===== src/sync_fifo.sv =====
module sync_fifo #(
  parameter int WIDTH      = 8,
  parameter int DEPTH_LOG2 = 4
) (
  input  logic             bus_clk,
  input  logic             flush_i,
  input  logic             wr_en_i,
  input  logic [WIDTH-1:0] din_i,
  input  logic             rd_en_i,
  output logic [WIDTH-1:0] dout_o,
  output logic             full_o,
  output logic             empty_o
);

  logic [WIDTH-1:0]      mem [0:(1 << DEPTH_LOG2)-1];
  logic [DEPTH_LOG2-1:0] wr_ptr;
  logic [DEPTH_LOG2-1:0] rd_ptr;
  // One extra bit so that a full buffer is distinct from an empty one
  logic [DEPTH_LOG2:0]   count;
  logic                  do_wr;
  logic                  do_rd;

  // Writes while full and reads while empty are dropped
  assign do_wr = wr_en_i && !full_o && !flush_i;
  assign do_rd = rd_en_i && !empty_o && !flush_i;

  assign empty_o = (count == '0);
  // Count never exceeds the depth, so the top bit alone marks full
  assign full_o  = count[DEPTH_LOG2];

  always_ff @(posedge bus_clk)
  begin
    if (flush_i)
    begin
      wr_ptr <= '0;
      rd_ptr <= '0;
      count  <= '0;
    end
    else
    begin
      if (do_wr)
        wr_ptr <= wr_ptr + 1'b1;
      if (do_rd)
        rd_ptr <= rd_ptr + 1'b1;
      case ({do_wr, do_rd})
        2'b10:   count <= count + 1'b1;
        2'b01:   count <= count - 1'b1;
        default: count <= count;
      endcase
    end
  end

  // Storage and read data register
  always_ff @(posedge bus_clk)
  begin
    if (do_wr)
      mem[wr_ptr] <= din_i;
    if (do_rd)
      dout_o <= mem[rd_ptr];
  end

endmodule


===== config.mk =====
export PLATFORM = sky130hd
export DESIGN_NAME = sync_fifo
export DESIGN_NICKNAME = d
export VERILOG_FILES = /design/src/sync_fifo.sv
export SDC_FILE = /design/constraint.sdc
export NUM_CORES = 1
export LEC_CHECK = 0
export ABC_AREA = 1
export BUFFER_PORTS_ARGS = -buffer_cell sky130_fd_sc_hd__buf_2
export CAP_MARGIN = 20
export CORE_MARGIN = 2
export CORE_UTILIZATION = 40
export DETAILED_ROUTE_END_ITERATION = 10
export GPL_TIMING_DRIVEN = 0
export PLACE_DENSITY = 0.63
export SETUP_SLACK_MARGIN = 0.15
export SLEW_MARGIN = 30
export SYNTH_ARGS = -nofsm -noshare
export SYNTH_HDL_FRONTEND = slang
export SYNTH_SLANG_ARGS = --single-unit

===== constraint.sdc =====
create_clock -name bus_clk -period 2.75 [get_ports bus_clk]
set_input_delay 0.4125 -clock bus_clk [delete_from_list [all_inputs] [get_ports bus_clk]]
set_output_delay 0.4125 -clock bus_clk [all_outputs]
set_load 0.01 [all_outputs]

# After elaboration in Yosys (flattened, before gate mapping)
# Memories as Yosys holds them, arrays and structs flattened. A register that Yosys moved wholly into a read port is not among the register bits.
# Index checks and enable logic that the tools add are counted.
# classes
addsub	4
n_eq_ne	2
mux	3
reduce_logical	9
# ops
op	count
case mux 5 bit (2 select lines)	1
adder 4 x 1 -> 4 bit (second input constant)	2
adder 5 x 1 -> 5 bit (second input constant)	1
zero test 5 bit	1
subtractor 5 x 1 -> 5 bit (second input constant)	1
logical AND 1 bit	4
zero test 1 bit	3
equality test 2 x 1 -> 1 bit (second input constant)	1
equality test 2 bit (second input constant)	1
2-to-1 mux 1 bit	2
nonzero test 2 bit	1
# word_totals
reg_bits	13
ram_bits	128
out_inout_bits	10
elab_cells	22
mem_count	1
# memory_table
memory	depth	word_bits	rd	rd_ports_with_merged_regs	write_ports	line	text
mem	16	8	1	1	1	15	logic [WIDTH-1:0] mem [0:(1 << DEPTH_LOG2)-1];

# Logic depth before layout (Yosys ltp)
# logic_depth
depth_word	6
ltp_mapped	15
depth_no_buf	15

# Worst setup path after synthesis
# OpenSTA, ideal clock, no wires.
# synth_path
kind	reg2reg
from	register count[4]
to	register count[4]
arrival_time_ns	2.304
required_ns	2.641
slack_ns	0.338
path_stages_with_launch	16
n_path_buf	0
period_less_slack_ns	2.412
path_cell_list	dfxtp_1 -> nor2_1 -> nand3_1 -> nand2_1 -> nor2_1 -> ha_1 -> inv_1 -> fa_1 -> inv_1 -> nand2_1 -> nand2_1 -> nand2_1 -> nand2_1 -> nand3_1 -> nand2_1 -> inv_1
# synth_between
elab_chain_cells	6
# synth_rtl
item	line	text
start: declaration	19	logic [DEPTH_LOG2:0] count;
start signal: assignment	46	2'b10: count <= count + 1'b1;
start signal: assignment	47	2'b01: count <= count - 1'b1;
start signal: assignment	48	default: count <= count;
zero test 5 bit (*)	27	assign empty_o = (count == '0);
zero test 1 bit (*)	25	assign do_rd = rd_en_i && !empty_o && !flush_i;
logical AND 1 bit (*) (2 in a row)	25	
net do_rd	21	logic do_rd;
equality test 2 x 1 -> 1 bit or equality test 2 bit (tied branches)	45	case ({do_wr, do_rd})
case mux 5 bit (2 select lines) or nonzero test 2 bit (tied branches)	n/a	
# Mark *: on every way through the listed nets, which the timed path passes. The rest lies on a longest branch.
# A chain may end at the register's enable or synchronous reset.

# Worst setup path in the final report
# layout_path
from	register count[1]
to	register count[4]
# Same word-level chain as after synthesis.

==> results.toml <==
[status]
status = "finished, final reports clean"

[cells_and_area]
postLayoutCellArea_um2 = 7620
area_growth_pct = 15.5
drive_above_1_share_pct = 17.0
utilization_pct = 47.6
diodes = 0
final_cell_mix = "nand2_1 (199), edfxtp_1 (136), nand3_1 (106), inv_1 (71), inv_2 (46)"
fin_nets = 721
layout_commonest_cell = "nand2_1"
nFillCells = 1503

[floorplanning]
chipHeight_um = 132
die_area_um2 = 17500
boundaryPins = 22
die_w_um = 132
start_util_pct = 41.2
fp-row-count = 46
core_area_um2 = 16000

[power_and_ir_drop]
p_leak_nw = 3.22
p_per_area_nw_per_um2 = 823
ir_drop_v = 0.000487

[global_route]
grt_max_degree = 17
grt_pass1_wl_um = 24700
grt_pass1_vias = 4464
gr-usage-all-layers_pct = 19.2
antenna_found_initial = 0
overflow = 0

[timing]
finalCritPeriodShare_pct = 86.1
slew_viol_final = 0
finalHoldViolCount = 0
final.min_clock_period_ns = 2.37
finalWorstSetupSlack_ns = 0.381
skew_ns = 0.00806
max_clock_freq_mhz = 422
setup_viol = 0
rsz0062_at_grt = "no"
whs_ns = 0.322
relSlewSlack_pct = 37.9
tightest_slew_ns = 0.929

[placed_design]
portBuffers = 20
dpl.hpwl_um = 11100
place_area_um2 = 6970
place.gp.congestion = 0.878
pre_cts_ws_ns = -0.109

[setup_path]
required_ns = 3.07
cpMaxStageDelayCell = "fa_1"
start_kind = "flop"
crit_top_cell = "nand2_1"
critPathMaxStageDelay_ns = 0.43
rr_startpoint = "count[1]"
worstSetupPathType = "reg2reg"
crit_chain = "nor2_1 -> nand3_1 -> nand2_1 -> nor2_4 -> ha_1 -> inv_1 -> fa_1 -> inv_1 -> nand2_1 -> nand2_1 -> nand2_1 -> nand2_1 -> nand3_1 -> nand2_1 -> inv_1"
cp-startpoint = "count[1]"
cp-end-kind = "flop"
arrival_ns = 2.69
critPathMaxFanout = 5

[detailed_routing]
ant_nets = 0
via_count = 4543
first_pass_iters = 5
drc = 0
vias_per_cell = 4.90
wl_um = 16300
wl_per_cell_um = 17.6
drt_iter0_markers = 345

[hold_path]
worstHoldStart = "flush_i"
worstHoldPathType = "in2reg"

[clocking]
cts_tree = "yes"
numCtsBuffers = 17
clkLatencyLatePin_ns = 0.42
cts.sinks = 149
clkTransAtPathRegs_ns = 0.06
cts_hold_buf = 0
clockBufferDepth = 2
htree_levels = 4
cts-root-buf = "clkbuf_16"

[yosys]
synth_cell_type_count = 22
syn_nets = 681
netlist_area_um2 = 6600
synthCells = 659
synth_top_area_share_pct = 61.9
netlist_top_cells_area = "edfxtp_1 (62%), nand2_1 (11%), nand3_1 (8.0%)"
yosys_register_bits = 149
ys_seq_area_share_pct = 65.8
avgSynthCellArea_um2 = 10.0
yosysWarnings = 0
yosys.area.top_type = "edfxtp_1"

[run]
max_cap_viol_count = 0
==> registers in the layout, summed over array words and instances, names as in the netlist <==
name and cells:
count 5, mem 128, rd_ptr 4, dout_o 8
wr_ptr 4
==> cell usage after synthesis <==
cell type	count
clkinv_2	1
a21oi_1	10
clkbuf_1	3
xor2_1	1
buf_4	7
nor2_1	30
inv_1	71
fa_1	1
buf_2	9
buf_6	5
buf_1	2
ha_1	9
inv_2	46
dfxtp_1	13
or2_1	1
nor2_2	1
o21ai_1	6
clkinv_1	1
edfxtp_1	136
nand2_1	199
nand3_1	106
xnor2_1	1
==> layout make-up <==
cell class	instances	area [um2]	area share [%]
Multi-Input combinational cell	365	1640	21.5
Tap cell	216	270	3.55
Inverter	119	448	5.88
Sequential cell	149	4340	57.0
Buffer	26	173	2.27
Clock buffer	18	429	5.63
Timing Repair Buffer	21	108	1.41
Clock inverter	14	208	2.73
==> critical path, delay by kind of cell (launching register included) <==
kind,cells,cell delay (ns)
adders and majority gates,2,0.70
buffers and inverters,3,0.22
and+or+nand+nor,10,0.96
DFF,1,0.39
==> routing by layer <==
metal  wire, um  share of wire [%]  track usage, %  vias to the layer above
li1           -                  -               -                     2202
met1       7150                 44            25.0                     2175
met2       8120                 50            32.6                      146
met3        783                4.8            3.41                       20
met4        255                1.6            6.21                        0
met5          0                  0               0                        -
==> path summary, 6_finish.rpt <==
| kind | endpoint | slack (ns) | cells past startpoint |
|---|---|---|---|
| worst max-delay path | count[4] | 0.38 | 15 |
| worst min-delay path | wr_ptr[3] | 0.32 | 2 |
| worst max register to register | count[4] | 0.38 | 15 |
| worst min register to register | wr_ptr[2] | 0.52 | 2 |
==> power breakdown <==
| part | total [W] | internal [W] | switching [W] |
|---|---|---|---|
| clock network | 0.00250 | 0.00160 | 0.000898 |
| registers | 0.00259 | 0.00256 | 0.0000396 |
| logic | 0.00117 | 0.000373 | 0.000798 |
| total | 0.00627 | 0.00453 | 0.00174 |
==> kinds of logic (layout without fill, tap and decap cells) <==
| logic type | Yosys count | after routing | share of synthesized area [%] |
|---|---|---|---|
| AOI/OAI and AO/OA | 16 | 16 | 1.21 |
| xor gates and xnor gates | 2 | 2 | 0.266 |
| adders and majority gates | 10 | 10 | 2.01 |
| buffers and inverters | 145 | 198 | 9.41 |
| DFF | 149 | 149 | 65.8 |
| and+or+nand+nor | 337 | 337 | 21.3 |
==> timing repair <==
| item | in CTS | in global routing |
|---|---|---|
| gates resized for setup | 1 | 0 |
| setup buffers | 1 | 0 |
| endpoints found under the setup margin | 3 | 0 |
==> per-stage QoR <==
step / cells / power [W] / setup TNS, ns
2_1_floorplan: 659 / 0.00339 / 0
3_3_place_gp: 895 / 0.00376 / -0.746
3_5_place_dp: 895 / 0.00378 / -0.109
4_1_cts: 928 / 0.00628 / 0
5_1_grt: 928 / 0.00650 / 0
6_report: 928 / 0.00627 / 0
No activity file was read; power rests on OpenSTA's default activity.
