[src/demo_pkg.sv]
package demo_pkg;

  // PWM level counter and threshold width, one frame is 2**PWM_W cycles
  localparam int PWM_W = 11;

  // FIFO depths as log2
  localparam int AUDIO_DEPTH_LOG2 = 9;
  localparam int LOOP_DEPTH_LOG2 = 11;

  // Seekable memory, 32 bytes
  localparam int MEM_ADDR_W = 5;

  // Lite register file, 32 words addressed by byte
  localparam int LITE_IDX_W = 5;
  localparam int LITE_ADDR_W = 7;

  typedef logic [7:0] byte_t;

  // Stereo sample, right channel in the upper half
  typedef struct packed {
    logic signed [15:0] right;
    logic signed [15:0] left;
  } audio_sample_t;

  // Write side of the 8-bit loopback stream
  typedef struct packed {
    logic  wren;
    byte_t data;
  } stream8_req_t;

  // Write side of the 32-bit audio stream
  typedef struct packed {
    logic          wren;
    audio_sample_t sample;
  } audio_req_t;

  typedef struct packed {
    logic                  wren;
    logic                  rden;
    logic [MEM_ADDR_W-1:0] addr;
    byte_t                 wdata;
  } mem_req_t;

  // Bus side sees a word, register file sees four byte lanes
  typedef union packed {
    logic [31:0]     word;
    byte_t [3:0]     lanes;
  } lite_word_u;

  typedef struct packed {
    logic                   rden;
    logic [3:0]             wstrb;
    logic [LITE_ADDR_W-1:0] addr;
    lite_word_u             wdata;
  } lite_req_t;

endpackage

[src/lite_regs.sv]
module lite_regs
  import demo_pkg::*;
(
  input  logic       bus_clk,
  input  lite_req_t  req_i,
  output lite_word_u rd_data_o
);

  // One byte array per lane, so each strobe writes its own array
  byte_t lane_mem [0:3][0:(1 << LITE_IDX_W)-1];
  logic [LITE_IDX_W-1:0] word_idx;

  // Byte address to word index
  assign word_idx = req_i.addr[LITE_IDX_W+1:2];

  always_ff @(posedge bus_clk)
  begin
    for (int l = 0; l < 4; l++)
    begin
      if (req_i.wstrb[l])
        lane_mem[l][word_idx] <= req_i.wdata.lanes[l];
    end

    // Old lane contents on a same-cycle write
    if (req_i.rden)
    begin
      for (int l = 0; l < 4; l++)
        rd_data_o.lanes[l] <= lane_mem[l][word_idx];
    end
  end

endmodule

[config.mk]
export PLATFORM = sky130hd
export DESIGN_NAME = lite_regs
export DESIGN_NICKNAME = d
export VERILOG_FILES = /design/src/demo_pkg.sv /design/src/lite_regs.sv
export SDC_FILE = /design/constraint.sdc
export NUM_CORES = 1
export LEC_CHECK = 0
export BUFFER_PORTS_ARGS = -buffer_cell sky130_fd_sc_hd__buf_2
export CAP_MARGIN = 20
export CORE_MARGIN = 4
export CORE_UTILIZATION = 35
export DETAILED_ROUTE_END_ITERATION = 8
export GPL_TIMING_DRIVEN = 0
export PLACE_DENSITY = 0.57
export REMOVE_ABC_BUFFERS = 1
export SLEW_MARGIN = 20
export SYNTH_ARGS = -nofsm -noshare
export SYNTH_HDL_FRONTEND = slang
export SYNTH_SLANG_ARGS = --single-unit
[constraint.sdc]
create_clock -name bus_clk -period 2.04 [get_ports bus_clk]
set_input_delay 0.408 -clock bus_clk [delete_from_list [all_inputs] [get_ports bus_clk]]
set_output_delay 0.408 -clock bus_clk [all_outputs]
set_load 0.01 [all_outputs]
Yosys cells after proc, flatten, opt, wreduce, memory -nomap -nowiden
Memory sizes are Yosys's and may differ from the RTL's.
Cells that the tools add are included.
{"block": "totals", "reg_bits": 32, "ramBits": 1024, "inputBits": 45, "out_inout_bits": 32, "elab_cells": 28, "mem_count": 1}
{"block": "op_classes", "magnitude_cmp": 2, "muxes": 22, "n_bitwise": 1, "reduce_logical": 1}
{"memory": "lane_mem", "words": 4, "word_bits": 256, "rd": 4, "rd_ports_with_merged_regs": 0, "wr": 4, "line_no": "lite_regs.sv:10", "rtl": "byte_t lane_mem [0:3][0:(1 << LITE_IDX_W)-1];"}
{"operator": "$mux 256", "n": 4}
{"operator": "$bmux 8 s5", "n": 4}
{"operator": "$mux 8", "n": 9}
{"operator": "$demux 8 s5", "n": 1}
{"operator": "$ge 6x6->1 const B", "n": 1}
{"operator": "$lt 6x1->1 const B", "n": 1}
{"operator": "$not 5->6", "n": 1}
{"operator": "$mux 1", "n": 4}
{"operator": "$logic_and 1x1->1", "n": 1}

Longest topological paths before layout
Gate-level depths: netlist of the first run.
{"block": "depth", "depth_word": 6, "depth_mapped": 7, "ltp_nobuf": 4}

Worst setup path before layout of the first run
No wires, ideal clock.
{"block": "synth_path", "path_kind": "in2reg", "startpoint": "input port req_i[35] in the netlist's numbering", "endpoint": "memory lane_mem[3][104] in the netlist's numbering (enable)", "setup_ns": 0.370, "t_arrival_ns": 1.781, "required_ns": 1.670, "setup_slack_ns": -0.112, "stages": 6, "path_buffers": 3, "cell_sequence": "buf_2 buf_2 buf_2 nor2b_1 nand2_1 nor2_1"}
{"element": "start, declared", "line_no": "lite_regs.sv:5", "rtl": "input lite_req_t req_i,"}
{"element": "end, declared", "line_no": "lite_regs.sv:10"}

==> results of run 1 <==
[logic make-up after synthesis]
group	share of synthesized area, %
buffers and inverters	1.854
DFF	78.31
muxes	12.66
and+or+nand+nor	3.213
AOI/OAI and AO/OA	3.970
[cell usage in the layout (no fill, tap or decap), types with 2 or more instances in the layout]
master and instances:
clkinvlp_4 5, nand3_1 2, nand3b_1 3, buf_8 2, diode_2 6, nor4_1 39, nand4bb_4 6, clkinv_4 2
nand4b_1 4, nand3_4 2, nor4_2 25, nand2_2 9, buf_6 15, buf_12 3, bufbuf_16 4, nor2_2 43
nor2_4 85, or4b_4 4, nor2_1 2, bufinv_16 7, buf_2 68, clkbuf_16 109, clkbuf_1 18, clkinv_1 20
mux2i_1 512, clkinv_2 28, clkbuf_4 3, o22ai_1 255, buf_4 31, nand2_1 36, nor2b_4 2, inv_6 3
buf_16 18, edfxtp_1 1056
[flip-flops by register name, indices dropped and copies added (netlist names)]
name and count:
lane_mem 1024, rd_data_o 32
[per-stage QoR]
stage	std cells	setup TNS (ns)	util, %
global route	3941	-23.38	41.44
floorplan	2092	0	-
global placement	3678	-	36.64
CTS	3939	-13.87	41.32
finish	3947	-22.45	41.45
detailed placement	3712	-1462.92	37.30
[report_power, final]
group / total, mW / leakage [nW] / internal (mW) / switching, mW
Clock: 18.4 / 1.63 / 10.6 / 7.83
Sequential: 24.3 / 9.55 / 24.2 / 0.0731
Combinational: 2.30 / 4.81 / 0.746 / 1.55
Total: 45.0 / 16.0 / 35.6 / 9.45
[area by class of cell]
cell class | instances | area [um2] | share of cell area (%)
clock inverter | 65 | 506.7 | 1.066
clock buffer | 127 | 2795 | 5.881
sequential | 1056 | 31710 | 66.72
antenna | 6 | 15.01 | 0.03159
timing repair buffer | 144 | 1480 | 3.114
tap | 1512 | 1892 | 3.980
multi-input combinational | 1037 | 9130 | 19.21
[per-layer routing]
metal | vias up | routed length [um] | track usage, %
met2 | 560 | 48690 | 26.55
met4 | 4 | 2411 | 4.433
met5 | - | 27 | 0
met1 | 10580 | 40600 | 20.12
li1 | 9242 | - | -
met3 | 157 | 4640 | 2.471
[repair_timing]
action | CTS | global route
buffers inserted | 28 | 1
setup endpoints to repair | 1055 | 233
gates resized for setup | 240 | 29
pin swaps | 14 | 2
gates cloned | 7 | 1
[worst min-delay path by stage]
stage	cells after the start	slack, ns	endpoint	startpoint
final	1	0.25	lane_mem[3][231]	req_i[31]
after global routing	1	0.24	lane_mem[3][175]	req_i[31]
after CTS	1	0.20	lane_mem[3][71]	req_i[31]
after detailed placement	4	0.75	rd_data_o[21]	lane_mem[2][237]
after global placement	4	0.75	rd_data_o[21]	lane_mem[2][253]
after floorplan	0	0.51	lane_mem[0][0]	req_i[0]
==> results.md, run 1 <==
Global routing:
- The via count of the first global-routing pass is 20720.
- Global routing consumed, over all layers together, 15.37% of the routing resources.
- The pin count of the biggest net entering global routing is 51.
- The first global-routing pass estimated 137400 um of wire.
- The initial antenna violation count is 5.
- The sum of overflow across all layers after global routing is 0.

Critical path:
- The largest fanout on the critical path is 50.
- The cell with the largest stage delay on the worst path is nor2_2.
- The kind of start point of the critical path is an input port.
- The highest cell delay on the worst timing path is 0.57 ns.
- The number of cells on the critical path is 5.
- The endpoint of the worst-slack reg-to-reg timing path is rd_data_o[19].
- The critical path arrival is 2.51 ns.
- The critical setup path kind is input port to flop.
- The setup check on the worst reg-to-reg path leaves a slack of 0.30 ns.
- The endpoint of the most critical setup path is lane_mem[2][27].
- The length in cells of the worst reg-to-reg path is 4.
- Walking the worst path, the cells encountered are buf_16 > buf_16 > nor2_2 > nand2_1 > nor2_2.
- The endpoint required time on the critical path is 2.33 ns.
- The startpoint of the worst register-to-register path is lane_mem[2][35].
- The most critical setup path has its startpoint at req_i[35].
- The capturing element type of the critical path is a flop.
- The number of buffers and inverters on the critical path is 2.
- On the critical path the largest part of the delay comes from simple AND/OR/NAND/NOR gates.

Power:
- The leakage power figure is 15.99 nW.
- The power density of the placed cells is 947.4 nW/um2.
- IR analysis of the VDD net gives a maximum drop of 0.7047 mV.
- The overall power of the completed layout is 45.03 mW.

Detailed routing:
- Using the TritonRoute via totals, the vias-per-cell ratio works out to 5.206.
- The count of nets left with antenna violations once routing finished came out at 0.
- Detailed routing inserted a total of 20550 vias.
- In the routed design, unresolved DRC markers number 0.
- The number of detailed-route iterations in the first pass is 5.
- Wires add up to 96370 um.
- The average wire length per cell after detail routing is 24.42 um.
- The detailed router finished its first iteration with 1548 violations.

Place:
- The detailed-placement wirelength estimate is 58620 um.
- The instance area after placement is 42760 um2.
- The post-placement setup slack is -1.888 ns.
- The routability congestion estimate from global placement is 0.7679.
- The number of port buffers is 74.

Floorplan:
- The height of the die is 348.1 um.
- The floorplan step set the die width to 348.1 um.
- The floorplan step defined a core boundary enclosing 114700 um2.
- The number of standard-cell rows in the floorplan is 124.
- The overall die area is 121200 um2.
- 77 I/O pins were placed.
- The effective utilization at floorplan is 35.32%.

Cells and area:
- The ratio of cells with drive above 1 in the final layout is 19.80%.
- Summing all non-filler instances in the final layout gives an area of 47530 um2.
- The net count of the finished layout is 2388.
- The area growth from synthesis to layout is 17.37%.
- The count of fill cells added during filler insertion is 9922.

Synth:
- The synthesized design contains 1056 register bits.
- The primary flip-flop cell chosen by synthesis mapping is edfxtp_1.
- The synthesized instance count is 2228.
- The library cell with the largest summed area after synthesis is edfxtp_1.
- The part of the Yosys area used for sequential elements is 78.31%.
- Of the post-synthesis cell area, the dominant cell type holds 78.31%.
- The share of synthesized registers carrying an async set or reset is 0%.
- The number of library cell types mapped by synthesis is 24.
- The leading cell type by number of instances after synthesis is edfxtp_1.
- The average instance in the mapped netlist occupies 18.18 um2.
- After synthesis, the most frequently instantiated cells are edfxtp_1 (1056), mux2i_1 (512), o22ai_1 (255).
- The count of flip-flops with a built-in enable after synthesis is 1056.
- The cell area after synthesis is 40500 um2.
- For this run, the number of Yosys warnings is 0.
- Ranked by total cell area, the synthesized netlist is headed by edfxtp_1 (78%), mux2i_1 (13%), o22ai_1 (3.9%), nor2_1 (1.2%), buf_2 (1.2%).

STA:
- The smallest clock period supported by the final layout is computed as 2.219 ns.
- Based on the critical path, the design can be clocked at up to 450.7 MHz.
- The worst path uses 108.8% of the clock period.
- The final-report setup violation count is 249.
- The number of max-slew violations in the final report is 0.
- The worst slew slack as a fraction of its limit is 26.20%.
- The number of endpoints with negative hold slack in the final report is 0.
- The smallest hold slack is 0.2530 ns.
- The worst clock skew is 0.01070 ns.
- For the pin with the worst max-slew slack, the measured transition is 1.103 ns.
- After layout, the worst setup slack is -0.1786 ns.
- Setup repair after global routing could not meet its margin everywhere.

CTS:
- The maximum buffer depth of the clock tree is 3.
- The cts-stage hold buffer count is 0.
- The H-tree generated during clock tree synthesis spans 3 levels.
- In this run, CTS created clock tree buffers numbering 104.
- The clock-pin slew on the worst setup and hold paths is 0.06 ns.
- The master cell of the clock root buffer is clkbuf_16.
- The CTS tree is yes.
- The number of sinks driven by the clock tree is 1056.
- At the later pin of the worst-skew pair, clock insertion delay measures 0.66 ns.

Job:
- The reported max-cap violation count is 0.

Run status:
- The final reports fail on negative setup slack.
- The run finished, with violations left.

Hold path:
- The worst min-delay path class is input port to flop.
No activity file was read; power rests on OpenSTA's default activity.
==> run 2, diff against run 1 <==
--- a/config.mk
+++ b/config.mk
@@ -7,7 +7,6 @@
 export LEC_CHECK = 0
 export BUFFER_PORTS_ARGS = -buffer_cell sky130_fd_sc_hd__buf_2
 export CAP_MARGIN = 20
-export CORE_MARGIN = 4
 export CORE_UTILIZATION = 35
 export DETAILED_ROUTE_END_ITERATION = 8
 export GPL_TIMING_DRIVEN = 0
==> results.md, run 2 (synthesis gave the netlist of run 1 again) <==
Run status:
- The flow ran to the end, but the final reports show violations.
- The final reports fail on design-rule violations, negative setup slack.

Critical path:
- The critical path arrival was 2.48 ns (-0.03 ns).
- The critical setup path kind is input port to flop.
- The endpoint identified for the worst register-to-register timing path is rd_data_o[17].
- In this run the critical register-to-register path is launched from lane_mem[2][9].
- The length in cells of the worst reg-to-reg path is 4 (unchanged).
- The flop-to-flop setup slack was 0.31 ns (about the same).
- The kind of start point of the critical path is an input port.
- The cell with the largest stage delay on the worst path is nor4_1.
- The endpoint required time on the critical path is 2.41 ns (+0.08 ns).
- The largest fanout on the critical path is 24 (-52%).
- The capturing element type of the critical path is a flop.
- The count of buffer and inverter cells on the critical path came to 3 (+1).
- The cell family contributing the most delay on the critical path is simple AND/OR/NAND/NOR gates.
- The critical path goes through buf_4 > nand4b_1 > buf_6 > buf_8 > o22ai_1 > nor4_1 > nand2_1.
- The highest cell delay on the worst timing path is 0.57 ns (about the same).
- The number of cells on the critical path is 7 (+2).

Cells and area:
- In the layout the commonest cells are edfxtp_1 (1056), mux2i_1 (511), o22ai_1 (255).
- The most common cell after layout, fill and taps aside is edfxtp_1.
- The footprint of the flip-flops and latches is 31710 um2 (unchanged).
- From synthesis to final layout, the design area changed by 17.84%.
- The ratio of cells with drive above 1 in the final layout is 19.98% (+0.18 points).
- The register with the most flip-flops in the final layout is lane_mem.
- The area occupied by multi-input gates was 9178 um2 (+0.52%).
- The count of fill cells added during filler insertion came to 9958 (+0.36%).
- The number of cells in the finished layout apart from fillers is 3941 (-0.15%).
- The number of flip-flops in the largest register is 1024 (unchanged).
- The final core utilization is 41.68% (+0.22 points).
- The layout net count is 2394 (+0.25%).
- The final non-filler cell area came to 47720 um2 (+0.40%).

STA:
- The final worst-path setup slack is -0.06836 ns (+0.1102 ns).
- Setup repair after global routing could not meet its margin everywhere.
- The pin slew with the least headroom to its limit came to 1.165 ns (+0.06150 ns).
- The worst clock skew came to 0.01501 ns (+0.004314 ns).
- The number of max-slew violations in the final report is 0 (unchanged).
- The worst slew slack as a fraction of its limit is 22.36% (-3.8 points).
- The maximum clock frequency is 474.3 MHz (+5.2%).
- The share of the cycle needed by the critical path after routing is 103.4% (-5.4 points).
- The final critical path time including I/O delays and setup is 2.108 ns (-0.1102 ns).
- The number of endpoints with negative hold slack in the final report was 0 (unchanged).
- The final-report setup violation count is 27 (-89%).

Detailed routing:
- The via density per instance is 5.177 (-0.54%).
- The detailed-route wire length was 95290 um (-1.1%).
- The number of DRC markers in iteration 0 is 1543 (-0.32%).
- The total number of vias is 20400 (-0.70%).
- The remaining antenna violation count after routing is 0 (unchanged).
- The number of detailed-route iterations in the first pass is 7 (+2).
- The DRC violations left is 4 (+4).
- The average wire length per cell after detail routing was 24.18 um (-0.97%).

Global routing:
- The sum of overflow across all layers after global routing is 0 (unchanged).
- The wire length of the first global-routing pass was 136900 um (-0.32%).
- The via count of the first global-routing pass is 20950 (+1.1%).
- The initial antenna violation count came to 7 (+2).
- The total track usage is 16.02% (+0.65 points).
- The pin count of the biggest net entering global routing was 78 (+53%).

Place:
- The detailed-placement wirelength estimate is 58330 um (-0.49%).
- The number of port buffers is 74 (unchanged).
- The instance area after placement is 42780 um2 (about the same).
- The post-placement cell count came to 3712 (unchanged).
- The routability congestion estimate from global placement is 0.7757 (+1.0%).

Hold path:
- The path with the worst hold slack has its endpoint at lane_mem[0][71].
- The worst min-delay path class is input port to flop.
- The depth of the worst hold-timing path came to 1 (unchanged).
- The worst hold path begins at req_i[7].

Floorplan:
- The count of pins on the block boundary was 77 (unchanged).
- The effective utilization at floorplan was 35.37% (+0.048 points).
- The overall die area is 117100 um2 (-3.4%).
- The horizontal extent of the die came to 342.1 um (-1.7%).
- The height of the die is 342.1 um (-1.7%).
- The area of the core region was 114500 um2 (-0.14%).
- The number of standard-cell rows in the floorplan was 124 (unchanged).

CTS:
- The number of H-tree levels is 3 (unchanged).
- The clock-pin slew on the worst setup and hold paths was 0.06 ns (about the same).
- The number of sinks driven by the clock tree is 1056 (unchanged).
- TritonCTS built the clock tree.
- The cts-stage hold buffer count is 0 (unchanged).
- The number of buffers created by CTS came to 99 (-4.8%).
- The clock network latency to the later pin of the worst-skew pair is 0.67 ns (about the same).
- The master cell of the clock root buffer is clkbuf_16.
- The maximum buffer depth of the clock tree came to 3 (unchanged).

Power:
- The power density of the placed cells is 936.0 nW/um2 (-1.2%).
- The largest voltage drop on the vdd net was 0.6246 mV (-11%).
- The leakage power figure is 16.11 nW (+0.80%).
- The overall power of the completed layout is 44.66 mW (-0.81%).

Job:
- The reported max-cap violation count is 0 (unchanged).
[run 2: layout make-up]
| cell class | instances | share of cell area (%) |
|---|---|---|
| multi-input cells | 1037 | 19.23 |
| clock buffers | 118 | 5.386 |
| clock inverters | 61 | 1.274 |
| diodes | 2 | 0.01049 |
| flip-flops and latches | 1056 | 66.45 |
| repair buffers | 155 | 3.679 |
| well taps | 1512 | 3.965 |
[run 2: worst max path at each step]
| stage | start | to |
|---|---|---|
| floorplan | req_i[37] | rd_data_o[22] |
| global placement | req_i[35] | lane_mem[2][1] |
| detailed placement | req_i[35] | lane_mem[1][44] |
| CTS | req_i[37] | rd_data_o[7] |
| global route | req_i[35] | lane_mem[3][20] |
| finish | req_i[34] | rd_data_o[17] |
[run 2: timing repair]
action,CTS,global route
pin swaps,13,3
resized for setup,254,21
setup endpoints to repair,1056,173
setup buffers,30,5
cloned,12,1
[run 2: metal layers]
metal | up-vias | GRT usage [%] | share of wire, %
met2 | 509 | 28.73 | 52
met5 | - | 0 | 0.026
met3 | 152 | 2.536 | 4.9
met4 | 4 | 5.980 | 3.3
met1 | 10500 | 19.28 | 40
li1 | 9240 | - | -
[run 2: worst register-to-register path: stages (launching register included)]
cell      delay [ns]
edfxtp_1        0.37
mux2i_1         0.14
o22ai_1         0.14
nor4_1          0.57
nand2_1         0.21
[run 2: where the power goes]
part / internal (mW) / total [mW] / switching, mW
Sequential: 24.2 / 24.3 / 0.0723
Combinational: 0.806 / 2.38 / 1.58
Clock: 10.3 / 18.0 / 7.71
Total: 35.3 / 44.7 / 9.36
[run 2: through the flow]
stage          setup TNS, ns  hold slack, ns  setup WS [ns]
6_report              -1.001          0.2664       -0.06836
5_1_grt               -3.622          0.2696        -0.1113
4_1_cts              -0.1171          0.2286        -0.1031
3_5_place_dp        -1587.65          0.7817         -1.989
3_3_place_gp               -          0.7806         -15.32
2_1_floorplan              0          0.5069         0.1694
