File: config.mk
export PLATFORM = sky130hd
export DESIGN_NAME = seek_ram
export DESIGN_NICKNAME = d
export VERILOG_FILES = /design/src/demo_pkg.sv /design/src/seek_ram.sv
export SDC_FILE = /design/constraint.sdc
export NUM_CORES = 1
export LEC_CHECK = 0
export ABC_AREA = 1
export BUFFER_PORTS_ARGS = -buffer_cell sky130_fd_sc_hd__buf_2
export CAP_MARGIN = 20
export CORE_MARGIN = 8
export CORE_UTILIZATION = 45
export DETAILED_ROUTE_END_ITERATION = 8
export MAX_ROUTING_LAYER = met4
export SYNTH_ARGS = -nofsm -noshare
export SYNTH_HDL_FRONTEND = slang
export SYNTH_SLANG_ARGS = --single-unit
File: constraint.sdc
create_clock -name bus_clk -period 1.9 [get_ports bus_clk]
set_clock_uncertainty 0.2 [all_clocks]
set_input_delay 0.285 -clock bus_clk [delete_from_list [all_inputs] [get_ports bus_clk]]
set_output_delay 0.285 -clock bus_clk [all_outputs]
set_load 0.02 [all_outputs]
File: src/demo_pkg.sv
package demo_pkg;

  // PWM level counter and threshold width, one frame is 2**PWM_W cycles
  localparam int PWM_W = 11;

  // FIFO depths as log2
  localparam int AUDIO_DEPTH_LOG2 = 9;
  localparam int LOOP_DEPTH_LOG2 = 11;

  // Seekable memory, 32 bytes
  localparam int MEM_ADDR_W = 5;

  // Lite register file, 32 words addressed by byte
  localparam int LITE_IDX_W = 5;
  localparam int LITE_ADDR_W = 7;

  typedef logic [7:0] byte_t;

  // Stereo sample, right channel in the upper half
  typedef struct packed {
    logic signed [15:0] right;
    logic signed [15:0] left;
  } audio_sample_t;

  // Write side of the 8-bit loopback stream
  typedef struct packed {
    logic  wren;
    byte_t data;
  } stream8_req_t;

  // Write side of the 32-bit audio stream
  typedef struct packed {
    logic          wren;
    audio_sample_t sample;
  } audio_req_t;

  typedef struct packed {
    logic                  wren;
    logic                  rden;
    logic [MEM_ADDR_W-1:0] addr;
    byte_t                 wdata;
  } mem_req_t;

  // Bus side sees a word, register file sees four byte lanes
  typedef union packed {
    logic [31:0]     word;
    byte_t [3:0]     lanes;
  } lite_word_u;

  typedef struct packed {
    logic                   rden;
    logic [3:0]             wstrb;
    logic [LITE_ADDR_W-1:0] addr;
    lite_word_u             wdata;
  } lite_req_t;

endpackage

File: src/seek_ram.sv
module seek_ram
  import demo_pkg::*;
(
  input  logic     bus_clk,
  input  mem_req_t req_i,
  output byte_t    rdata_o
);

  byte_t mem [0:(1 << MEM_ADDR_W)-1];

  // Read sees the byte from before a same-cycle write
  always_ff @(posedge bus_clk)
  begin
    if (req_i.wren)
      mem[req_i.addr] <= req_i.wdata;
    if (req_i.rden)
      rdata_o <= mem[req_i.addr];
  end

endmodule

Word-level counts from Yosys, hierarchy flattened
Memories as Yosys holds them, arrays and structs flattened. A register that Yosys moved wholly into a read port is not among the register bits.
Index checks and enable logic that the tools add are counted.

cells by class
  add/sub/neg operators = 0
  multipliers = 0
  div/mod/pow operators = 0
  magnitude comparators = 0
  eq/ne operators = 0
  shifts and indexed selects = 0
  mux-type cells = 2
  bitwise operators = 0
  reduce and logical (&&, ||, !) cells = 0

operators by type and width
  kind    number
  $mux 1  2

storage, ports and cells
  register bits after elaboration = 0
  bits in latches = 0
  memory bits (writable) = 256
  bits in read-only memories = 0
  bits of input ports = 16
  output and inout port bits = 8
  word-level logic and storage cells = 3
  memories = 1

memories
  memory  depth  width  rd ports  clocked after Yosys merged registers in  wr ports  RTL line       source
  mem     32     8      1         1                                        1         seek_ram.sv:9  byte_t mem [0:(1 << MEM_ADDR_W)-1];

Depth between registers and ports, before layout
Gate-level depths: netlist of the first run.

  depth in word-level cells = 2
  depth in mapped cells = 12
  gate-level depth less buffers = 9

Least setup slack after synthesis of the first run
Ideal clock, no wire load.

  path type = input to register
  start point = input port req_i[10] (netlist bit)
  end point = memory mem[28][0] (netlist bit) (enable)
  setup time = 370 ps
  data arrival time = 1,377 ps
  data required time = 1,330 ps
  slack = -47 ps
  stages = 5
  path buffers = 1
  cells stage by stage = buf_4 inv_2 nor3_2 inv_1 nor2_1

RTL lines
  element             RTL line       source
  start: declaration  seek_ram.sv:5  input mem_req_t req_i,
  end: declaration    seek_ram.sv:9

Straight into the memory's write port.

Worst setup path in the final report of the first run
  start point = register rdata_o[6] (read register of mem)
  end point = output port rdata_o[6]

RTL lines
  element             RTL line       source
  start: declaration  seek_ram.sv:6  output byte_t rdata_o

No word-level cell between the ends.

==> run metrics, run 1 <==
status completed; Die Span X 172.8 um; Slew @ Worst Pin 0.6804 ns; Iteration-0 DRC Markers 526; CP Class register to primary output; DRT antenna net count 0; total power 12,490 uW; Synth area leaders edfxtp_1 (72%), nand2_1 (23%), nor2_1 (1.6%), buf_2 (1.1%), buf_4 (0.88%); commonest non-fill, non-tap cell in the layout nand2_1; Peak VDD IR 687.9 uV; vias post-DR 7,223; H-Tree Depth 1; post-DR vias/cell 4.841; initial antenna violation count 0; TritonCTS clock tree built; synthesis-stage register bit count 264; crit start category register; Synth-to-Final Area Change 16.80%; final cell count without fillers 1,492; first-pass GRT wire length 40,680 um; reg2reg setup slack 0.31 ns; WL met3 1368 um; Worst path slowest cell edfxtp_1; wire per inst 17.26 um; Root Driver clkbuf_16; First-pass DRT Iterations 5; io pins 24; initial core utilization 0.4564; Num CTS Buffers 28; Final HPWL DP 16,160 um; Synth top area share 0.7163; Reg-to-Reg Start mem[15][0]$_DFFE_PP_; Distinct cells, synth 11; hold path endpoint mem[7][4]$_DFFE_PP_; Hold Path Class input port to register; CP endpoint kind primary output; met2 wire length 11,860 um; syn_nets 1,079; largest area contributor in the netlist edfxtp_1; Rows 57; total clock sinks 264; Rel. slew slack 0.5464; global placer's final weighted congestion 0.8327; fin nets 1,164; DR DRC count 0; share of cells above drive strength 1 0.1268; Post-Place Cells 1,438; Gate Count Post-Synth 1,063; critical hold path startpoint req_i[4]; Met1 Wirelength 12,080 um; Worst Path Arrival 1.20 ns; largest net degree at the start of global routing 59; Total Wirelength 25,760 um; PwrDens 965.9 mW/mm2; Final Critical Period 1.686 ns; clk slew on worst S/H paths 0.06 ns; max-cap check violation count 0; top routing layer used met4; core area 0.02425 mm2; most frequent cells in the layout nand2_1 (680), edfxtp_1 (264), buf_4 (64); crit-path max FO 1; Final setup viols 0; die area 0.02987 mm2; RR Endpoint rdata_o[0]$_DFFE_PP_; CP max stage delay 0.46 ns; Longest Clk Path Bufs 3; Util after Layout 0.5331; grt ovf 0; overall routing resource usage 0.1766; hold depth 1; Hold Vio Cnt, Final 0; synth warn 0; Reg2Reg Depth 8; Fin Hold WS 0.02665 ns; port bufs 23; CP required 1.41 ns; post-synthesis sequential area ratio 0.7163; Worst-Skew Late Latency 0.54 ns; Avg Inst Size Synth 10.41 um2; fin crit share 0.8875; Post-CTS Setup Inserts 0; buffers and inverters on the worst path 1; die span in y 172.8 um; Slew Viols, Final 0; Post-Syn Area 0.01107 mm2; critical-path cell list buf_2; Post-CTS Resized 0; Top delay family on crit path flip-flops; vias in the first global route 7,095; leakage power 0.005432 uW; RSZ-0062 raised after global routing false; Max Clock Freq 0.5930 GHz
## final cells by class
cell class | instances | area (um2)
sequential | 264 | 7928
clock inverter | 10 | 93.84
multi-input combinational | 740 | 2833
timing repair buffer | 101 | 850.8
fill | 2151 | 11320
tap | 324 | 405.4
inverter | 13 | 51.30
antenna | 1 | 2.502
clock buffer | 39 | 763.2
## power by group
group | switching (uW) | internal [uW]
Clock | 2110 | 3040
Combinational | 562 | 248
Sequential | 27.0 | 6500
Total | 2690 | 9790
## worst max-delay path by stage
stage,slack (ns),end,cells after the start,from
detailed placement,-0.004,rdata_o[0]$_DFFE_PP_,11,req_i[8]
global placement,-0.004,rdata_o[0]$_DFFE_PP_,11,req_i[8]
CTS,0.17,rdata_o[6],1,rdata_o[6]$_DFFE_PP_
global route,0.17,rdata_o[6],1,rdata_o[6]$_DFFE_PP_
finish,0.21,rdata_o[6],1,rdata_o[6]$_DFFE_PP_
floorplan,-0.05,mem[28][0]$_DFFE_PP_,5,req_i[10]
## state kept, by name, summed over array words and instances, names as in the netlist
name     flops
mem        256
rdata_o      8
## cells by family after synthesis
| kind of cell | after synthesis | synth area share |
|---|---|---|
| buffers and inverters | 59 | 0.02781 |
| DFF | 264 | 0.7163 |
| and+or+nand+nor | 740 | 0.2559 |
## synthesized netlist by cell type
master and number:
nand2_1 680, edfxtp_1 264, nor2_1 48, buf_2 24, buf_4 13, inv_2 9
clkbuf_1 8, nor3_2 8, inv_1 4, nand3_1 4, buf_6 1
## through the flow
step	area [um2]	setup TNS, ns	setup WS, ns
after floorplan	11070	-6.344	-0.04747
after global placement	12030	-0.03488	-0.004239
after detailed placement	12030	-0.004181	-0.004181
after CTS	12920	0	0.1734
after global routing	12920	0	0.1717
final	12930	0	0.2137
## routing by layer
layer | GRT usage | vias up
li1 | - | 3612
met1 | 0.2481 | 3417
met2 | 0.2687 | 164
met3 | 0.02527 | 30
met4 | 0.04276 | 0
met5 | - | -
## repair_timing
action,in CTS,in global routing
setup endpoints to repair,0,0
hold buffers,4,0
hold endpoints to repair,58,0
## worst register-to-register path, cell delays in order (launching register included)
cell and delay (ns):
edfxtp_1 0.36, nand2_1 0.08, nand2_1 0.06, nand2_1 0.06, nand2_1 0.06, nand2_1 0.06, nand2_1 0.09, nor2_1 0.26
nand2_1 0.09
Note: power is estimated with default switching activity, not from simulation.
==> run 2: changes to the inputs <==
--- a/config.mk
+++ b/config.mk
@@ -5,10 +5,9 @@
 export SDC_FILE = /design/constraint.sdc
 export NUM_CORES = 1
 export LEC_CHECK = 0
-export ABC_AREA = 1
 export BUFFER_PORTS_ARGS = -buffer_cell sky130_fd_sc_hd__buf_2
 export CAP_MARGIN = 20
-export CORE_MARGIN = 8
+export CORE_MARGIN = 4
 export CORE_UTILIZATION = 45
 export DETAILED_ROUTE_END_ITERATION = 8
 export MAX_ROUTING_LAYER = met4
==> run 2 against run 1 <==
  * Critical path type is now register to register
  * Core utilization up 2.9 points
  * Worst hold slack worse by 0.0054 ns
  * Largest power group unchanged
  * Critical endpoint is now rdata_o[6]$_DFFE_PP_
  * Sequential share of layout area is 1.2 points higher
  * First-iteration DRC count down 28%
==> run metrics, run 2 <==
core area 0.02257 mm2; Iteration-0 DRC Markers 377; Post-Syn Area 0.01029 mm2; vias in the first global route 5,685; DR DRC count 0; Reg-to-Reg Start mem[18][6]$_DFFE_PP_; DP Worst Slack -0.6771 ns; initial antenna violation count 0; leakage power 0.004482 uW; fin nets 709; RSZ-0062 raised after global routing false; Longest Clk Path Bufs 3; cell area after layout 0.01269 mm2; Top delay family on crit path simple AND/OR/NAND/NOR gates; Regs by FF count mem: 256 flops, rdata_o: 8 flops; commonest non-fill, non-tap cell in the layout edfxtp_1; crit start category register; Final setup viols 0; asr flop ratio synth 0; Die Span X 159.2 um; post-DR vias/cell 5.657; port bufs 23; first-pass GRT wire length 35,620 um; DRT antenna net count 0; Worst Setup SP mem[18][6]$_DFFE_PP_; First-pass DRT Iterations 5; Worst Slack Setup Final 0.09111 ns; io pins 24; final cell count without fillers 997; buffers and inverters on the worst path 0; commonest register cell after synthesis edfxtp_1; critical hold path startpoint req_i[3]; Final HPWL DP 16,150 um; clk slew on worst S/H paths 0.06 ns; crit-path max FO 1; most frequent cells in the layout edfxtp_1 (264), mux2i_1 (128), buf_4 (81); vias post-DR 5,640; overall routing resource usage 0.1887; Hold Vio Cnt, Final 0; CP endpoint kind register; largest area contributor in the netlist edfxtp_1; PwrDens 983.0 mW/mm2; Top reg by flops mem; Distinct cells, synth 23; fin crit share 0.9520; post-synthesis sequential area ratio 0.7707; Worst-Skew Late Latency 0.52 ns; CP Class register to register; number of synthesized flops with an enable pin 264; H-Tree Depth 1; Worst path slowest cell nor4_2; Final Critical Period 1.809 ns; Placed Area 0.01174 mm2; synth warn 0; Hold Path Class input port to register; grt ovf 0; Post-Place Cells 947; Synth top cells by count edfxtp_1 (264), mux2i_1 (128), o22ai_1 (63), nor2_1 (29), buf_2 (22); Rows 55; Slew @ Worst Pin 0.6534 ns; Peak VDD IR 657.0 uV; Max Clock Freq 0.5528 GHz; Synth-to-Final Area Change 23.35%; Worst Path Arrival 1.87 ns; CP max stage delay 0.50 ns; Synth top area share 0.7707; syn_nets 592; Slew Viols, Final 0; Avg Inst Size Synth 17.86 um2; largest net degree at the start of global routing 33; status completed; Fin Hold WS 0.02125 ns; TritonCTS clock tree built; Num CTS Buffers 27; share of cells above drive strength 1 0.2827; die span in y 159.2 um; Synth area leaders edfxtp_1 (77%), mux2i_1 (12%), o22ai_1 (3.8%), buf_2 (1.1%), nor2_1 (1.1%); Root Driver clkbuf_16; count leader, synth edfxtp_1; wire per inst 23.80 um; CP required 1.96 ns; Gate Count Post-Synth 576; reg2reg setup slack 0.09 ns; max-cap check violation count 0; Rel. slew slack 0.5644; total clock sinks 264; die area 0.02534 mm2; Largest register FFs 256; initial core utilization 0.4557; critical-path cell list mux2i_1 > o22ai_1 > nor4_2 > nand2_1; synthesis-stage register bit count 264; Total Wirelength 23,730 um; global placer's final weighted congestion 0.8939
run 2: changes by cell type in the layout (fill, tap and decap cells not counted), sizes merged, moves of 16 or more:
| cell | previous run | this run |
|---|---|---|
| mux2i | 0 | 128 |
| nand2 | 680 | 10 |
| buf | 97 | 122 |
| o22ai | 0 | 64 |
| nor4 | 0 | 16 |
| nor2 | 48 | 29 |
run 2: what timing repair did:
action | CTS | global route
resized for setup | 4 | 5
pin swaps | 0 | 0
setup endpoints to repair | 4 | 6
setup buffers | 0 | 1
hold endpoints to repair | 8 | 0
hold buffers | 1 | 0
run 2: path summary, 6_finish.rpt:
check,end,cells past startpoint
max reg2reg,rdata_o[6]$_DFFE_PP_,4
min,mem[9][3]$_DFFE_PP_,1
min reg2reg,rdata_o[6]$_DFFE_PP_,4
max,rdata_o[6]$_DFFE_PP_,4
run 2: kinds of logic after synthesis:
family | count (synthesis) | share of synthesized area
AOI/OAI and AO/OA | 64 | 0.03953
buffers and inverters | 35 | 0.01703
DFF | 264 | 0.7707
muxes | 128 | 0.1246
and+or+nand+nor | 85 | 0.04817
run 2: through the flow:
stage	TNS [ns]	util	total power (uW)
global route	0	0.5620	12840
floorplan	-12.35	-	7010
finish	0	0.5621	12470
detailed placement	-38.88	0.5199	7397
CTS	0	0.5596	12540
global placement	-34.20	0.5199	7381
run 2: layer usage:
metal  vias to the layer above  track usage  part of all wire
met1                      2834       0.2580              0.44
met3                        53      0.02589             0.048
met2                       184       0.3022              0.48
li1                       2569            -                 -
met4                         0      0.05010             0.033
met5                         -            -                 0
run 2: layout make-up:
type | count | area (um2)
clock buffers | 31 | 690.7
flip-flops and latches | 264 | 7928
clock inverters | 16 | 170.2
well taps | 285 | 356.6
diodes | 1 | 2.502
repair buffers | 123 | 1100
fillers | 1721 | 9883
multi-input cells | 277 | 2441
run 2: report_power, final:
group / internal, uW / switching (uW)
clock: 3110 / 2070
sequential: 6500 / 26.1
combinational: 304 / 455
total: 9920 / 2550
==> run 3: changes to the inputs <==
--- a/config.mk
+++ b/config.mk
@@ -7,10 +7,10 @@
 export LEC_CHECK = 0
 export BUFFER_PORTS_ARGS = -buffer_cell sky130_fd_sc_hd__buf_2
 export CAP_MARGIN = 20
-export CORE_MARGIN = 4
 export CORE_UTILIZATION = 45
 export DETAILED_ROUTE_END_ITERATION = 8
 export MAX_ROUTING_LAYER = met4
+export REMOVE_ABC_BUFFERS = 1
 export SYNTH_ARGS = -nofsm -noshare
 export SYNTH_HDL_FRONTEND = slang
 export SYNTH_SLANG_ARGS = --single-unit
==> run 3 against run 2 <==
  * The flow now finishes with violations (setup timing)
  * Sequential power barely moved
  * Clock power shrank 13%
  * Via count down 3.3%
  * First-iteration DRC count up 12%
  * Design area fell by 4.1%
  * Largest cell class unchanged
==> run metrics, run 3 (synthesized netlist as in run 2, its figures left out) <==
CP required 1.97 ns; PwrDens 962.3 mW/mm2; core area 0.02209 mm2; fin crit share 1.059; crit start category register; leakage power 0.004335 uW; Final HPWL DP 15,720 um; initial core utilization 0.4656; commonest non-fill, non-tap cell in the layout edfxtp_1; max-cap check violation count 0; die area 0.02347 mm2; Fin Hold WS 0.02254 ns; DRT antenna net count 0; final cell count without fillers 984; Regs by FF count mem: 256 flops, rdata_o: 8 flops; Final setup viols 1; Hold Vio Cnt, Final 0; fin nets 704; First-pass DRT Iterations 5; Slew @ Worst Pin 0.6651 ns; initial antenna violation count 0; DR DRC count 0; TritonCTS clock tree built; post-DR vias/cell 5.545; Rows 54; vias post-DR 5,456; Max Clock Freq 0.4970 GHz; clk slew on worst S/H paths 0.06 ns; Slew Viols, Final 0; share of cells above drive strength 1 0.2216; die span in y 153.2 um; Iteration-0 DRC Markers 424; vias in the first global route 5,664; Post-Place Cells 939; first-pass GRT wire length 35,040 um; diodes inserted 0; CP endpoint kind register; most frequent cells in the layout edfxtp_1 (264), mux2i_1 (128), buf_4 (87); largest net degree at the start of global routing 33; Worst-Skew Late Latency 0.53 ns; Longest Clk Path Bufs 3; Peak VDD IR 728.2 uV; Largest register FFs 256; failing checks setup timing; Hold Path Class input port to register; overall routing resource usage 0.2075; Root Driver clkbuf_16; total power 11,700 uW; status complete, but fails checks; Util after Layout 0.5505; Total Wirelength 22,860 um; total clock sinks 264; port bufs 23; CP Class register to register; grt ovf 0; crit-path max FO 1; global placer's final weighted congestion 0.9365; Worst Path Arrival 2.08 ns; wire per inst 23.23 um; Final Critical Period 2.012 ns; Worst Slack Setup Final -0.1121 ns; Synth-to-Final Area Change 18.25%; RSZ-0062 raised after global routing false; io pins 24; Top reg by flops mem; Num CTS Buffers 26; Rel. slew slack 0.5525; Die Span X 153.2 um; Post-CTS Setup Inserts 0; H-Tree Depth 1
[run 3: cell count changes in the layout (fill, tap and decap cells not counted), moves of 2 or more]
cell and change:
buf_12 -10, nor2_2 -13, nor3_4 -4, buf_4 +6, bufinv_16 -4, nor2_1 +28
nor3_1 +4, nor4_4 -2, nor4_1 +2, nor2_4 -15
[run 3: report_power, final]
part / internal [uW] / leakage [uW] / switching [uW]
logic: 269 / 0.00159 / 413
clock network: 2490 / 0.000358 / 2000
registers: 6500 / 0.00239 / 30.8
total: 9260 / 0.00433 / 2440
[run 3: layout make-up]
cell class / count / area [um2]
multi-input cells: 277 / 2202
clock inverters: 13 / 68.82
fillers: 1728 / 9931
flip-flops and latches: 264 / 7928
clock buffers: 31 / 669.4
repair buffers: 119 / 944.7
well taps: 280 / 350.3
[run 3: layer usage]
layer	track usage	wire length [um]
met4	0.06782	787
met1	0.2678	9914
met3	0.03119	859
met5	-	0
met2	0.3381	11300
[run 3: through the flow]
step	instance area (um2)	TNS [ns]	setup WS (ns)
2_1_floorplan	10110	-1.019	-0.1273
3_3_place_gp	11400	-18.98	-0.5496
3_5_place_dp	11400	-20.68	-0.4977
4_1_cts	12150	0	0.04275
5_1_grt	12160	0	0.01272
6_report	12160	-0.1121	-0.1121
[run 3: final timing paths]
path                             start  depth (start not counted)                   end  slack (ns)
hold reg to reg   mem[19][1]$_DFFE_PP_                          4  rdata_o[1]$_DFFE_PP_        0.60
hold / removal                req_i[2]                          1  mem[20][2]$_DFFE_PP_        0.02
setup / recovery  mem[18][3]$_DFFE_PP_                          4  rdata_o[3]$_DFFE_PP_       -0.11
setup reg to reg  mem[18][3]$_DFFE_PP_                          4  rdata_o[3]$_DFFE_PP_       -0.11
[run 3: worst max-delay path, cell delays in order, from the launching register on]
cell and delay [ns]:
edfxtp_1 0.36, mux2i_1 0.35, o22ai_1 0.13, nor4_1 0.61
nand2_1 0.11
[run 3: repair_timing]
item,4_1_cts,5_1_grt
resized for setup,1,2
hold buffers,1,0
pin swaps,0,0
endpoints found under the setup margin,1,2
hold endpoints to repair,8,0
